<file path="config.mk">
export PLATFORM = sky130hd
export DESIGN_NAME = ahbl_ctrl_top
export DESIGN_NICKNAME = d
export VERILOG_FILES = /design/src/ahbl_bridge_pkg.sv /design/src/txn_if.sv /design/src/axi_resp_if.sv /design/src/ahbl_ctrl_top.sv /design/src/resp_mux.sv /design/src/hready_ctrl.sv /design/src/burst_tracker.sv /design/src/ahb_txn_detect.sv
export VERILOG_INCLUDE_DIRS = /design/src /design/src/src
export SDC_FILE = /design/constraint.sdc
export NUM_CORES = 1
export LEC_CHECK = 0
export BUFFER_PORTS_ARGS = -buffer_cell sky130_fd_sc_hd__buf_4
export CELL_PAD_IN_SITES_DETAIL_PLACEMENT = 1
export CELL_PAD_IN_SITES_GLOBAL_PLACEMENT = 2
export CORE_UTILIZATION = 29
export CTS_BUF_LIST = sky130_fd_sc_hd__clkbuf_16
export CTS_CLUSTER_SIZE = 40
export DETAILED_ROUTE_END_ITERATION = 10
export GPL_ROUTABILITY_DRIVEN = 0
export GPL_TIMING_DRIVEN = 1
export MAX_ROUTING_LAYER = met4
export PLACE_DENSITY_LB_ADDON = 0.15
export SLEW_MARGIN = 10
export SYNTH_ARGS = -nofsm -noshare
export SYNTH_HDL_FRONTEND = slang
export SYNTH_SLANG_ARGS = --single-unit
export TNS_END_PERCENT = 30
</file>
<file path="constraint.sdc">
create_clock -name ACLK -period 2.64 [get_ports ACLK]
set_clock_uncertainty 0.1 [all_clocks]
set_input_delay 0.132 -clock ACLK [delete_from_list [all_inputs] [get_ports ACLK]]
set_output_delay 0.132 -clock ACLK [all_outputs]
set_load 0.005 [all_outputs]
</file>
<file path="src/ahbl_bridge_settings.svh">
`ifndef AHBL_BRIDGE_SETTINGS_SVH
`define AHBL_BRIDGE_SETTINGS_SVH

// Width of the AHB read data bus and of the AXI read data channel.
// Both sides of the bridge move whole words, so one width serves both.
`define AHBL_DATA_WIDTH 32

// Width of the fixed-burst beat counter.
// The longest fixed burst is 16 beats, so the counter loads at most 15.
`define AHBL_BURST_CNT_WIDTH 4

`endif
</file>
<file path="src/ahbl_bridge_pkg.sv">
package ahbl_bridge_pkg;

`include "ahbl_bridge_settings.svh"

  // AHB transfer type, as driven on HTRANS.
  typedef enum logic [1:0]
  {
    IDLE   = 2'b00,
    BUSY   = 2'b01,
    NONSEQ = 2'b10,
    SEQ    = 2'b11
  } htrans_t;

  // AHB burst type, as driven on HBURST.
  typedef enum logic [2:0]
  {
    SINGLE = 3'b000,
    INCR   = 3'b001,
    WRAP4  = 3'b010,
    INCR4  = 3'b011,
    WRAP8  = 3'b100,
    INCR8  = 3'b101,
    WRAP16 = 3'b110,
    INCR16 = 3'b111
  } hburst_t;

  typedef logic [`AHBL_BURST_CNT_WIDTH-1:0] burst_cnt_t;

  // AXI response code. Bit 1 flags SLVERR or DECERR.
  typedef logic [1:0] axi_resp_t;

  typedef logic [`AHBL_DATA_WIDTH-1:0] data_t;

endpackage

</file>
<file path="src/txn_if.sv">
interface txn_if;

  logic new_trans;
  logic new_trans_pulse;
  logic single;
  logic write_active;
  logic read_det;
  logic read_active;

  // Driven by the address phase decoder.
  modport src (output new_trans, new_trans_pulse, single, write_active, read_det,
               output read_active);

  // Read by the pacing logic.
  modport dst (input new_trans, new_trans_pulse, single, write_active, read_det,
               input read_active);

endinterface

</file>
<file path="src/axi_resp_if.sv">
interface axi_resp_if;

  // Write response channel.
  logic                       bvalid;
  logic                       bready;
  ahbl_bridge_pkg::axi_resp_t bresp;

  // Read data channel.
  logic                       rvalid;
  logic                       rready;
  logic                       rlast;
  ahbl_bridge_pkg::axi_resp_t rresp;
  ahbl_bridge_pkg::data_t     rdata;

  // Write data channel status seen from the AXI side.
  logic                       wready;
  logic                       wlast;

  // Full view for the HREADY and response logic.
  modport sink (input bvalid, bready, bresp, rvalid, rready, rlast, rresp, rdata,
                input wready, wlast);

  // Completion view for the detection and beat tracking logic.
  modport trk (input bvalid, bready, rvalid, rready, rlast, wlast);

endinterface

</file>
<file path="src/ahbl_ctrl_top.sv">
`include "ahbl_bridge_settings.svh"

module ahbl_ctrl_top
(
  input  logic                       ACLK,
  input  logic                       sysReset,
  input  logic                       hsel,
  input  ahbl_bridge_pkg::htrans_t   htrans,
  input  logic                       hwrite,
  input  ahbl_bridge_pkg::hburst_t   hburst,
  input  logic                       bvalid,
  input  logic                       bready,
  input  ahbl_bridge_pkg::axi_resp_t bresp,
  input  logic                       rvalid,
  input  logic                       rready,
  input  logic                       rlast,
  input  ahbl_bridge_pkg::axi_resp_t rresp,
  input  logic [`AHBL_DATA_WIDTH-1:0] rdata,
  input  logic                       wready,
  input  logic                       wlast,
  output ahbl_bridge_pkg::data_t     hrdata,
  output logic                       hresp,
  output logic                       hready,
  output logic                       ahb_write_req,
  output logic                       ahb_read_req,
  output logic                       valid_ahb_wrdata
);

  logic cnt_zero;
  logic cnt_one;
  logic rlast_seen;

  axi_resp_if axi_bus ();
  txn_if      txn_bus ();

  // AXI side return signals into the shared bundle.
  assign axi_bus.bvalid = bvalid;
  assign axi_bus.bready = bready;
  assign axi_bus.bresp  = bresp;
  assign axi_bus.rvalid = rvalid;
  assign axi_bus.rready = rready;
  assign axi_bus.rlast  = rlast;
  assign axi_bus.rresp  = rresp;
  assign axi_bus.rdata  = rdata;
  assign axi_bus.wready = wready;
  assign axi_bus.wlast  = wlast;

  ahb_txn_detect u_detect (.ACLK(ACLK), .sysReset(sysReset), .hsel(hsel), .htrans(htrans),
    .hwrite(hwrite), .hburst(hburst), .hready(hready), .axi(axi_bus.trk),
    .txn(txn_bus.src), .ahb_write_req(ahb_write_req), .ahb_read_req(ahb_read_req));

  burst_tracker u_tracker (.ACLK(ACLK), .sysReset(sysReset), .htrans(htrans),
    .hburst(hburst), .hready(hready), .axi(axi_bus.trk), .txn(txn_bus.dst),
    .cnt_zero(cnt_zero), .cnt_one(cnt_one), .rlast_seen(rlast_seen));

  hready_ctrl u_hready (.ACLK(ACLK), .sysReset(sysReset), .htrans(htrans), .hwrite(hwrite),
    .hburst(hburst), .cnt_zero(cnt_zero), .cnt_one(cnt_one), .rlast_seen(rlast_seen),
    .axi(axi_bus.sink), .txn(txn_bus.dst), .hready(hready),
    .valid_ahb_wrdata(valid_ahb_wrdata));

  resp_mux u_resp (.ACLK(ACLK), .sysReset(sysReset), .axi(axi_bus.sink),
    .txn(txn_bus.dst), .hrdata(hrdata), .hresp(hresp));

endmodule

</file>
<file path="src/resp_mux.sv">
module resp_mux
(
  input  logic                   ACLK,
  input  logic                   sysReset,
  axi_resp_if.sink               axi,
  txn_if.dst                     txn,
  output ahbl_bridge_pkg::data_t hrdata,
  output logic                   hresp
);

  logic read_comp;
  logic wr_err;
  logic rd_last_err;
  logic wr_err_q;
  logic rd_sel_q;
  logic rd_err_seen_q;
  logic rd_err_q;

  assign read_comp   = axi.rvalid & axi.rready & axi.rlast;
  assign wr_err      = axi.bvalid & axi.bready & axi.bresp[1];
  assign rd_last_err = read_comp & axi.rresp[1];

  // Read data register.
  always_ff @(posedge ACLK or negedge sysReset)
  begin
    if (!sysReset)
      hrdata <= '0;
    else if (axi.rvalid)
      hrdata <= axi.rdata;
  end

  always_ff @(posedge ACLK or negedge sysReset)
  begin
    if (!sysReset)
    begin
      wr_err_q      <= 1'b0;
      rd_sel_q      <= 1'b0;
      rd_err_seen_q <= 1'b0;
      rd_err_q      <= 1'b0;
    end
    else
    begin
      wr_err_q <= wr_err;
      rd_sel_q <= txn.read_active;
      // Any erroring beat of the burst is remembered until the read ends.
      if (axi.rvalid && axi.rready && axi.rresp[1])
        rd_err_seen_q <= 1'b1;
      else if (!rd_sel_q)
        rd_err_seen_q <= 1'b0;
      rd_err_q <= read_comp & (axi.rresp[1] | rd_err_seen_q);
    end
  end

  // ERROR is shown in the completion cycle and the one after.
  assign hresp = rd_sel_q ? (rd_last_err | rd_err_q) : (wr_err | wr_err_q);

endmodule

</file>
<file path="src/hready_ctrl.sv">
module hready_ctrl
(
  input  logic                     ACLK,
  input  logic                     sysReset,
  input  ahbl_bridge_pkg::htrans_t htrans,
  input  logic                     hwrite,
  input  ahbl_bridge_pkg::hburst_t hburst,
  input  logic                     cnt_zero,
  input  logic                     cnt_one,
  input  logic                     rlast_seen,
  axi_resp_if.sink                 axi,
  txn_if.dst                       txn,
  output logic                     hready,
  output logic                     valid_ahb_wrdata
);

  logic read_comp;
  logic axi_comp;
  logic fixed_burst;
  logic single_rdy_q;
  logic fix_rdy_q;
  logic fix_rdy_en;
  logic fix_rdy;

  assign read_comp   = axi.rvalid & axi.rready & axi.rlast;
  assign axi_comp    = (axi.bvalid & axi.bready) | read_comp;
  assign fixed_burst = (hburst[2:1] != 2'b00);

  // Single transfers hold HREADY low from acceptance until completion.
  always_ff @(posedge ACLK or negedge sysReset)
  begin
    if (!sysReset)
      single_rdy_q <= 1'b1;
    else if (axi_comp && txn.single)
      single_rdy_q <= 1'b1;
    else if (txn.new_trans && txn.single)
      single_rdy_q <= 1'b0;
  end

  assign fix_rdy_en = fixed_burst | axi_comp | rlast_seen;

  // Fixed bursts stop after the last counted beat and wait for read data.
  always_ff @(posedge ACLK or negedge sysReset)
  begin
    if (!sysReset)
      fix_rdy_q <= 1'b1;
    else if (txn.single && (htrans != ahbl_bridge_pkg::IDLE))
      fix_rdy_q <= 1'b1;
    else if (fix_rdy_en)
    begin
      if (txn.read_det)
        fix_rdy_q <= 1'b0;
      else if (cnt_zero || (txn.read_active && cnt_one && read_comp) || rlast_seen)
        fix_rdy_q <= 1'b1;
      else
        fix_rdy_q <= !(cnt_one && hready) && !(txn.read_active && !axi.rvalid);
    end
  end

  // Write data phases also wait on the AXI write channel.
  assign fix_rdy = txn.write_active ? (fix_rdy_q & axi.wready) : fix_rdy_q;

  assign hready = single_rdy_q & fix_rdy;

  assign valid_ahb_wrdata = hready && hwrite &&
                            ((htrans == ahbl_bridge_pkg::NONSEQ) ||
                             (htrans == ahbl_bridge_pkg::SEQ));

endmodule

</file>
<file path="src/burst_tracker.sv">
module burst_tracker
(
  input  logic                     ACLK,
  input  logic                     sysReset,
  input  ahbl_bridge_pkg::htrans_t htrans,
  input  ahbl_bridge_pkg::hburst_t hburst,
  input  logic                     hready,
  axi_resp_if.trk                  axi,
  txn_if.dst                       txn,
  output logic                     cnt_zero,
  output logic                     cnt_one,
  output logic                     rlast_seen
);

  ahbl_bridge_pkg::burst_cnt_t cnt;
  ahbl_bridge_pkg::burst_cnt_t load_val;
  logic                        beat_acc;
  logic                        reload;

  // Remaining beats after the first, by burst length.
  always_comb
  begin
    case (hburst[2:1])
      2'b10:   load_val = ahbl_bridge_pkg::burst_cnt_t'(7);
      2'b11:   load_val = ahbl_bridge_pkg::burst_cnt_t'(15);
      default: load_val = ahbl_bridge_pkg::burst_cnt_t'(3);
    endcase
  end

  assign beat_acc = hready && ((htrans == ahbl_bridge_pkg::NONSEQ) ||
                               (htrans == ahbl_bridge_pkg::SEQ));

  // Read completion is seen one cycle late.
  always_ff @(posedge ACLK or negedge sysReset)
  begin
    if (!sysReset)
      rlast_seen <= 1'b0;
    else
      rlast_seen <= axi.rvalid & axi.rready & axi.rlast;
  end

  assign reload = txn.new_trans_pulse | (axi.bvalid & axi.bready) | rlast_seen;

  always_ff @(posedge ACLK or negedge sysReset)
  begin
    if (!sysReset)
      cnt <= ahbl_bridge_pkg::burst_cnt_t'(3);
    else if (reload)
      cnt <= load_val;
    else if (beat_acc)
      cnt <= cnt - 1'b1;
  end

  assign cnt_zero = (cnt == '0);
  assign cnt_one  = (cnt == ahbl_bridge_pkg::burst_cnt_t'(1));

endmodule

</file>
<file path="src/ahb_txn_detect.sv">
module ahb_txn_detect
(
  input  logic                     ACLK,
  input  logic                     sysReset,
  input  logic                     hsel,
  input  ahbl_bridge_pkg::htrans_t htrans,
  input  logic                     hwrite,
  input  ahbl_bridge_pkg::hburst_t hburst,
  input  logic                     hready,
  axi_resp_if.trk                  axi,
  txn_if.src                       txn,
  output logic                     ahb_write_req,
  output logic                     ahb_read_req
);

  logic read_comp;
  logic axi_comp;
  logic new_trans_q;
  logic write_active_q;
  logic read_active_q;

  assign read_comp = axi.rvalid & axi.rready & axi.rlast;
  assign axi_comp  = (axi.bvalid & axi.bready) | read_comp;

  // An accepted NONSEQ address phase starts a transfer.
  assign txn.new_trans = hsel & hready & (htrans == ahbl_bridge_pkg::NONSEQ);

  // INCR is paced like SINGLE.
  assign txn.single = (hburst == ahbl_bridge_pkg::SINGLE) ||
                      (hburst == ahbl_bridge_pkg::INCR);

  always_ff @(posedge ACLK or negedge sysReset)
  begin
    if (!sysReset)
      new_trans_q <= 1'b0;
    else if (txn.new_trans)
      new_trans_q <= 1'b1;
    else if (axi_comp)
      new_trans_q <= 1'b0;
  end

  assign txn.new_trans_pulse = txn.new_trans & ~new_trans_q;

  // Requests toward the AXI side are one-cycle strobes.
  assign ahb_write_req = txn.new_trans & hwrite;
  assign ahb_read_req  = txn.new_trans & ~hwrite;
  assign txn.read_det  = ahb_read_req;

  // Write stays active until the last write beat leaves.
  always_ff @(posedge ACLK or negedge sysReset)
  begin
    if (!sysReset)
      write_active_q <= 1'b0;
    else if (ahb_write_req)
      write_active_q <= 1'b1;
    else if (axi.wlast)
      write_active_q <= 1'b0;
  end

  always_ff @(posedge ACLK or negedge sysReset)
  begin
    if (!sysReset)
      read_active_q <= 1'b0;
    else if (ahb_read_req)
      read_active_q <= 1'b1;
    else if (read_comp)
      read_active_q <= 1'b0;
  end

  assign txn.write_active = write_active_q;
  // Read activity covers the request cycle as well.
  assign txn.read_active  = ahb_read_req | read_active_q;

endmodule

</file>
==> results.tsv, run 1 <==
stage	metric	value	unit
status	status	finished clean	
detailed_routing	antenna viol nets, final	0	
detailed_routing	vias per cell	4.61	
die	FP Rows	29	
detailed_routing	1st-iter DRT viols	34	
die	die area	7010	µm²
cts	Post-CTS Repair Setup Buffers	0	
finish	footprint of the multi-input gates	739	µm²
job	max_cap viols	0	
setup_path	CP Max Fanout	5	
setup_path	required time of the critical path	2720	ps
detailed_routing	drt drc	0	
placement	Port Buffers	85	
die	core box area	6390	µm²
cts	H-tree Lvls	2	
detailed_routing	WL final	5140	µm
cts	TritonCTS clock tree	yes	
sta	final setup margin	652	ps
finish	layout cells sized above 1	50.9	%
synthesis	most frequent cells after synthesis	dfrtp_1, mux2_2, nand2_1, nor2_1, inv_1	
finish	NumNets Final	322	
sta	Rel. slew slack	60.6	%
die	Die X	83.7	µm
synthesis	Seq/Total Area, Yosys	59.7	%
sta	Worst Tran Pin Value	590	ps
setup_path	Register-to-Register Path Depth	5	
grt	total gr overflow	0	
synthesis	Async SR Flop Fraction	100	%
die	Die H	83.7	µm
detailed_routing	Vias	1596	
finish	synthesis-to-finish area growth	62.9	%
setup_path	WP buf/inv	0	
setup_path	reg-to-reg critical path startpoint	u_tracker.cnt[0]	
synthesis	Netlist cell types	39	
placement	HPWL Detailed	3570	µm
setup_path	crit path capture	u_hready.fix_rdy_q	
min_path	Hold Path Class	input port to flop	
finish	final instance area	3160	µm²
synthesis	post-synthesis adder-cell area fraction	1.29	%
cts	clk sinks	46	
synthesis	Post-Syn Nets	198	
grt	antenna violations before repair	0	
sta	final hold vios	0	
sta	post-route setup TNS	0	ps
synthesis	area of the mapped netlist	1940	µm²
synthesis	mux cell area share after synthesis	19.9	%
synthesis	cell with the most instances after synthesis	dfrtp_1	
cts	CTS resizes	0	
grt	total track usage	16.1	%
synthesis	most common flop cell mapped by yosys	dfrtp_1	
setup_path	CP Capture Type	flop	
sta	setup violators final	0	
synthesis	Post-synth EDFFs	0	
sta	RSZ-0062 raised after global routing	no	
setup_path	Top delay family on crit path	simple AND/OR/NAND/NOR gates	
sta	final worst path period need	1990	ps
setup_path	crit-path max cell delay	570	ps
pwr	maximum vdd drop	0.000256	V
synthesis	Cells after Synth	144	
placement	pre-CTS WS	661	ps
finish	final core utilization	49.4	%
setup_path	Worst path slowest cell	dfstp_2	
cts	Num CTS Buffers	5	
setup_path	Worst Path Arrival	2070	ps
synthesis	Synth area leaders	dfrtp_1, mux2_2, dfstp_2, nand2_1, nor2_1	
synthesis	Synth Area in Simple Gates	10.1	%
die	# IOs	89	
setup_path	R2R Setup Slk	650	ps
cts	Clock Root Buffer	clkbuf_16	
synthesis	Synth top area share	54.3	%
sta	Slew Limit Fails	0	
synthesis	Yosys warning count	0	
sta	f_max	0.503	GHz
finish	filler instances	661	
synthesis	Avg Synthesized Cell Area	13.5	µm²
cts	worst skew pair latency	280	ps
synthesis	Yosys reg bits	46	
pwr	leakage	1.50	nW
sta	final worst-path cycle share	75.3	%
finish	Reg area	1160	µm²
grt	first-pass GRT wire length	8710	µm
synthesis	main combinational cell family by area after synthesis	multiplexers	
placement	Cell Area, Placed	2660	µm²
grt	number of global-route vias before repair	1879	
synthesis	XOR/XNOR share of the synthesized area	0.904	%
pwr	Power per Cell Area	592	nW/µm²
setup_path	CP startpoint	u_tracker.cnt[0]	
detailed_routing	DR WL/cell	14.8	µm
die	Initial Utilization	30.3	%
setup_path	WS Path Type	flop to flop	
detailed_routing	Pre-antenna DRT Iters	2	
setup_path	WP depth	5	
setup_path	CP startpoint kind	flop	
synthesis	Compound-Gate Fraction of Synth Area	5.94	%
setup_path	worst flop-to-flop path endpoint	u_hready.fix_rdy_q	
synthesis	Yosys top cell by area	dfrtp_1	
cts	Clock Pin Slew Worst Setup and Hold Paths	60	ps
setup_path	CP Cell Sequence	ha_1 -> nor3b_1 -> or3b_2 -> a221oi_1 -> o221ai_1	
cts	clk buf depth	2	
grt	largest net degree at the start of global routing	47	
finish	Ant. Diodes	0	
==> worst reg2reg max path: stages (launching register included) <==
cell,delay (ps)
dfstp_2,570
ha_1,160
nor3b_1,160
or3b_2,450
a221oi_1,290
o221ai_1,170
==> state kept, by name (all words and copies together), names as in the netlist <==
| register | cells |
|---|---|
| u_hready.fix_rdy_q | 1 |
| u_resp.rd_sel_q | 1 |
| u_tracker.cnt | 4 |
| u_detect.read_active_q | 1 |
| u_hready.single_rdy_q | 1 |
| u_resp.rd_err_q | 1 |
| u_resp.hrdata | 32 |
| u_tracker.rlast_seen | 1 |
| u_resp.rd_err_seen_q | 1 |
| u_resp.wr_err_q | 1 |
| u_detect.txn.write_active | 1 |
| u_detect.new_trans_q | 1 |
==> placed cells by master (no fill, tap or decap), types with 2 or more instances in the layout <==
cell / Yosys / routed
a21oi_1: 3 / 3
clkbuf_16: 0 / 5
dfrtp_1: 42 / 42
a21o_1: 2 / 2
nand2_1: 7 / 7
dfstp_2: 4 / 4
mux2_2: 32 / 32
o21ai_0: 2 / 2
nor2_1: 7 / 7
nor3_1: 2 / 2
inv_1: 6 / 6
nor4_1: 2 / 2
buf_4: 0 / 86
nor3b_1: 2 / 2
or2_2: 2 / 2
or3_1: 2 / 2
ha_1: 2 / 2
clkinv_1: 0 / 2
dlygate4sd3_1: 0 / 35
==> per-stage QoR <==
| step | instances | power (mW) | hold WS [ps] |
|---|---|---|---|
| after floorplan | 144 | 1.03 | -264 |
| after global placement | 303 | 1.22 | 66.9 |
| after detailed placement | 303 | 1.24 | 85.8 |
| after CTS | 346 | 1.90 | 10.1 |
| after global routing | 346 | 1.97 | 17.2 |
| final | 346 | 1.87 | 13.4 |
==> logic make-up (layout without fill, tap and decap cells) <==
| family | count (synthesis) | after routing |
|---|---|---|
| flip-flops | 46 | 46 |
| AO/OA/AOI/OAI | 15 | 15 |
| XOR/XNOR | 2 | 2 |
| adder cells (fa/ha/maj) | 2 | 2 |
| AND/OR/NAND/NOR | 34 | 34 |
| multiplexers | 34 | 34 |
| buffers and inverters | 11 | 136 |
==> cell type report <==
| class | count | share of cell area [%] |
|---|---|---|
| inverter | 7 | 0.833 |
| clock buffer | 5 | 3.97 |
| timing repair buffer | 121 | 31.6 |
| clock inverter | 3 | 0.515 |
| tap | 77 | 3.05 |
| multi-input combinational | 87 | 23.4 |
| sequential | 46 | 36.6 |
==> report_power, final <==
group / switching (mW) / total [mW] / internal (mW)
clock: 0.257 / 0.603 / 0.346
sequential: 0.0600 / 0.862 / 0.802
combinational: 0.150 / 0.403 / 0.253
total: 0.467 / 1.87 / 1.40
==> worst min path at each step <==
stage,startpoint,to,depth (start not counted)
3_5_place_dp,sysReset,u_resp.hrdata[16],1
5_1_grt,hburst[2],u_tracker.cnt[2],2
3_3_place_gp,sysReset,u_resp.hrdata[16],1
6_report,hburst[2],u_tracker.cnt[2],2
2_1_floorplan,sysReset,u_detect.new_trans_q,0
4_1_cts,hburst[2],u_tracker.cnt[2],2
==> per-layer routing <==
layer  global-route usage (%)  share of wire (%)
met1                     16.3                 38
met5                        -                  0
met2                     31.1                 58
met4                     5.24                1.4
met3                     2.67                3.4
==> timing repair <==
item,CTS,global route
hold endpoints to repair,76,0
hold buffers,35,0
setup endpoints to repair,0,0
Note: power is estimated with default switching activity, not from simulation.
==> inputs of run 2 (changes only) <==
--- a/config.mk
+++ b/config.mk
@@ -9,7 +9,7 @@
 export BUFFER_PORTS_ARGS = -buffer_cell sky130_fd_sc_hd__buf_4
 export CELL_PAD_IN_SITES_DETAIL_PLACEMENT = 1
 export CELL_PAD_IN_SITES_GLOBAL_PLACEMENT = 2
-export CORE_UTILIZATION = 29
+export CORE_UTILIZATION = 26
 export CTS_BUF_LIST = sky130_fd_sc_hd__clkbuf_16
 export CTS_CLUSTER_SIZE = 40
 export DETAILED_ROUTE_END_ITERATION = 10
==> constraint.sdc (replaced) <==
create_clock -name ACLK -period 1.81 [get_ports ACLK]
set_clock_uncertainty 0.1 [all_clocks]
set_input_delay 0.0905 -clock ACLK [delete_from_list [all_inputs] [get_ports ACLK]]
set_output_delay 0.0905 -clock ACLK [all_outputs]
set_load 0.005 [all_outputs]
==> run 2 against run 1 <==
The run now ends with setup timing left. Sequential power rose by 44%. Non-clock buffer count rose by 19. Combinational power rose by 77%. Flip-flop and latch count did not move. Highest routed layer unchanged.
==> results.tsv, run 2 (synthesis gave the netlist of run 1 again) <==
stage	metric	value	unit
setup_path	crit-path max cell delay	560	ps
finish	layout cells sized above 1	53.5	%
setup_path	required time of the critical path	1620	ps
sta	setup violators final	1	
setup_path	Worst path slowest cell	dfstp_2	
pwr	sw power	0.704	mW
detailed_routing	drt drc	0	
grt	antenna violations before repair	0	
setup_path	CP Max Fanout	4	
cts	Clock Root Buffer	clkbuf_16	
pwr	Power per Cell Area	872	nW/µm²
finish	NumNets Final	341	
placement	HPWL Detailed	3630	µm
sta	Worst Tran Pin Value	593	ps
cts	TritonCTS clock tree	yes	
finish	max FFs per register	32	
detailed_routing	DR WL/cell	14.0	µm
setup_path	CP Capture Type	output pin	
die	Die X	88.3	µm
cts	Clock Pin Slew Worst Setup and Hold Paths	60	ps
setup_path	WS Path Type	flop to output pin	
job	max_cap viols	0	
finish	commonest non-fill, non-tap cell in the layout	buf_4	
sta	final worst-path cycle share	101	%
die	core box area	7210	µm²
detailed_routing	Pre-antenna DRT Iters	4	
finish	largest reg by FF count	u_resp.hrdata	
cts	H-tree Lvls	2	
grt	first-pass GRT wire length	8470	µm
die	die area	7800	µm²
placement	Port Buffers	85	
min_path	Hold Path Class	input port to flop	
setup_path	Worst Path Arrival	1630	ps
die	# IOs	89	
placement	pre-CTS WS	-110	ps
pwr	clock share of power	34.0	%
pwr	Logic pwr share	24.0	%
grt	total gr overflow	0	
sta	Rel. slew slack	60.5	%
sta	final hold vios	0	
finish	Ant. Diodes	0	
pwr	Int Pwr	2.26	mW
sta	final setup margin	-14.8	ps
cts	clk buf depth	2	
status	failing checks	setup timing	
pwr	maximum vdd drop	0.000421	V
die	Die H	88.3	µm
die	FP Rows	31	
cts	clk sinks	46	
status	status	finished, violations left	
grt	largest net degree at the start of global routing	47	
detailed_routing	Vias	1673	
pwr	Final Power	2.97	mW
sta	RSZ-0062 raised after global routing	yes	
finish	final instance area	3400	µm²
detailed_routing	1st-iter DRT viols	41	
grt	number of global-route vias before repair	1713	
sta	Slew Limit Fails	0	
grt	total track usage	15.1	%
placement	Cell Area, Placed	2770	µm²
setup_path	CP startpoint kind	flop	
pwr	sequential power share	41.9	%
sta	final worst path period need	1820	ps
cts	worst skew pair latency	280	ps
finish	biggest regs	u_resp.hrdata x32, u_tracker.cnt x4	
finish	synthesis-to-finish area growth	75.6	%
pwr	leakage	1.62	nW
detailed_routing	vias per cell	4.32	
die	Initial Utilization	26.8	%
sta	f_max	0.548	GHz
setup_path	CP Cell Sequence	nand2_4 -> or4_4 -> buf_6 -> nor2_4 -> buf_4	
finish	most frequent cells in the layout	buf_4, dlygate4sd3_1, dfrtp_1	
detailed_routing	WL final	5430	µm
cts	Num CTS Buffers	5	
detailed_routing	antenna viol nets, final	0	
pwr	Switching Fraction	23.7	%
run 2: metal layers:
metal | vias up | share of wire (%) | routed length [µm] | GRT usage, %
li1 | 795 | - | - | -
met1 | 824 | 42 | 2300 | 17.5
met2 | 48 | 52 | 2830 | 26.2
met3 | 6 | 4.7 | 254 | 3.26
met4 | 0 | 0.96 | 52 | 4.40
met5 | - | 0 | 0 | -
run 2: cell type report:
| class | count | area [µm²] |
|---|---|---|
| clock buffer | 5 | 125 |
| clock inverter | 3 | 37.5 |
| fill | 770 | 3810 |
| inverter | 7 | 26.3 |
| multi-input combinational | 87 | 773 |
| sequential | 46 | 1160 |
| tap | 99 | 124 |
| timing repair buffer | 140 | 1160 |
run 2: final timing paths:
kind	start	endpoint	slack, ps	depth (start not counted)
hold reg to reg	u_resp.hrdata[31]	u_resp.hrdata[31]	410	1
setup reg to reg	u_hready.fix_rdy_q	u_tracker.cnt[2]	30	4
setup / recovery	u_hready.fix_rdy_q	ahb_write_req	-10	5
min in group asynchronous	sysReset	u_resp.hrdata[1]	260	2
hold / removal	bready	u_detect.new_trans_q	50	4
max in group asynchronous	sysReset	u_resp.wr_err_q	950	2
run 2: what timing repair did:
item                       4_1_cts  5_1_grt
buffers inserted                 2        0
setup endpoints to repair        3        6
gates resized for setup          6        5
hold endpoints to repair        81        0
hold buffers                    42        0
pin swaps                        2        3
run 2: critical path, delay by kind of cell (launching register included):
kind,cells,cell delay (ps)
buffers and inverters,2,240
flip-flops,1,560
AND/OR/NAND/NOR,3,550
run 2: power by group through the flow:
stage / clock, mW / combinational (mW) / sequential, mW
2_1_floorplan: 0 / 0.236 / 1.26
3_3_place_gp: 0 / 0.608 / 1.25
3_5_place_dp: 0 / 0.614 / 1.26
4_1_cts: 1.05 / 0.716 / 1.24
5_1_grt: 1.07 / 0.787 / 1.26
6_report: 1.01 / 0.714 / 1.24
run 2: stage by stage:
stage | cells | util [%] | hold WS [ps] | TNS (ps)
2_1_floorplan | 144 | - | -305 | -41.0
3_3_place_gp | 335 | 38.3 | 49.9 | -112
3_5_place_dp | 335 | 38.3 | 46.5 | -110
4_1_cts | 387 | 47.0 | 47.7 | -51.4
5_1_grt | 387 | 47.2 | 76.7 | -157
6_report | 387 | 47.2 | 50.7 | -14.8
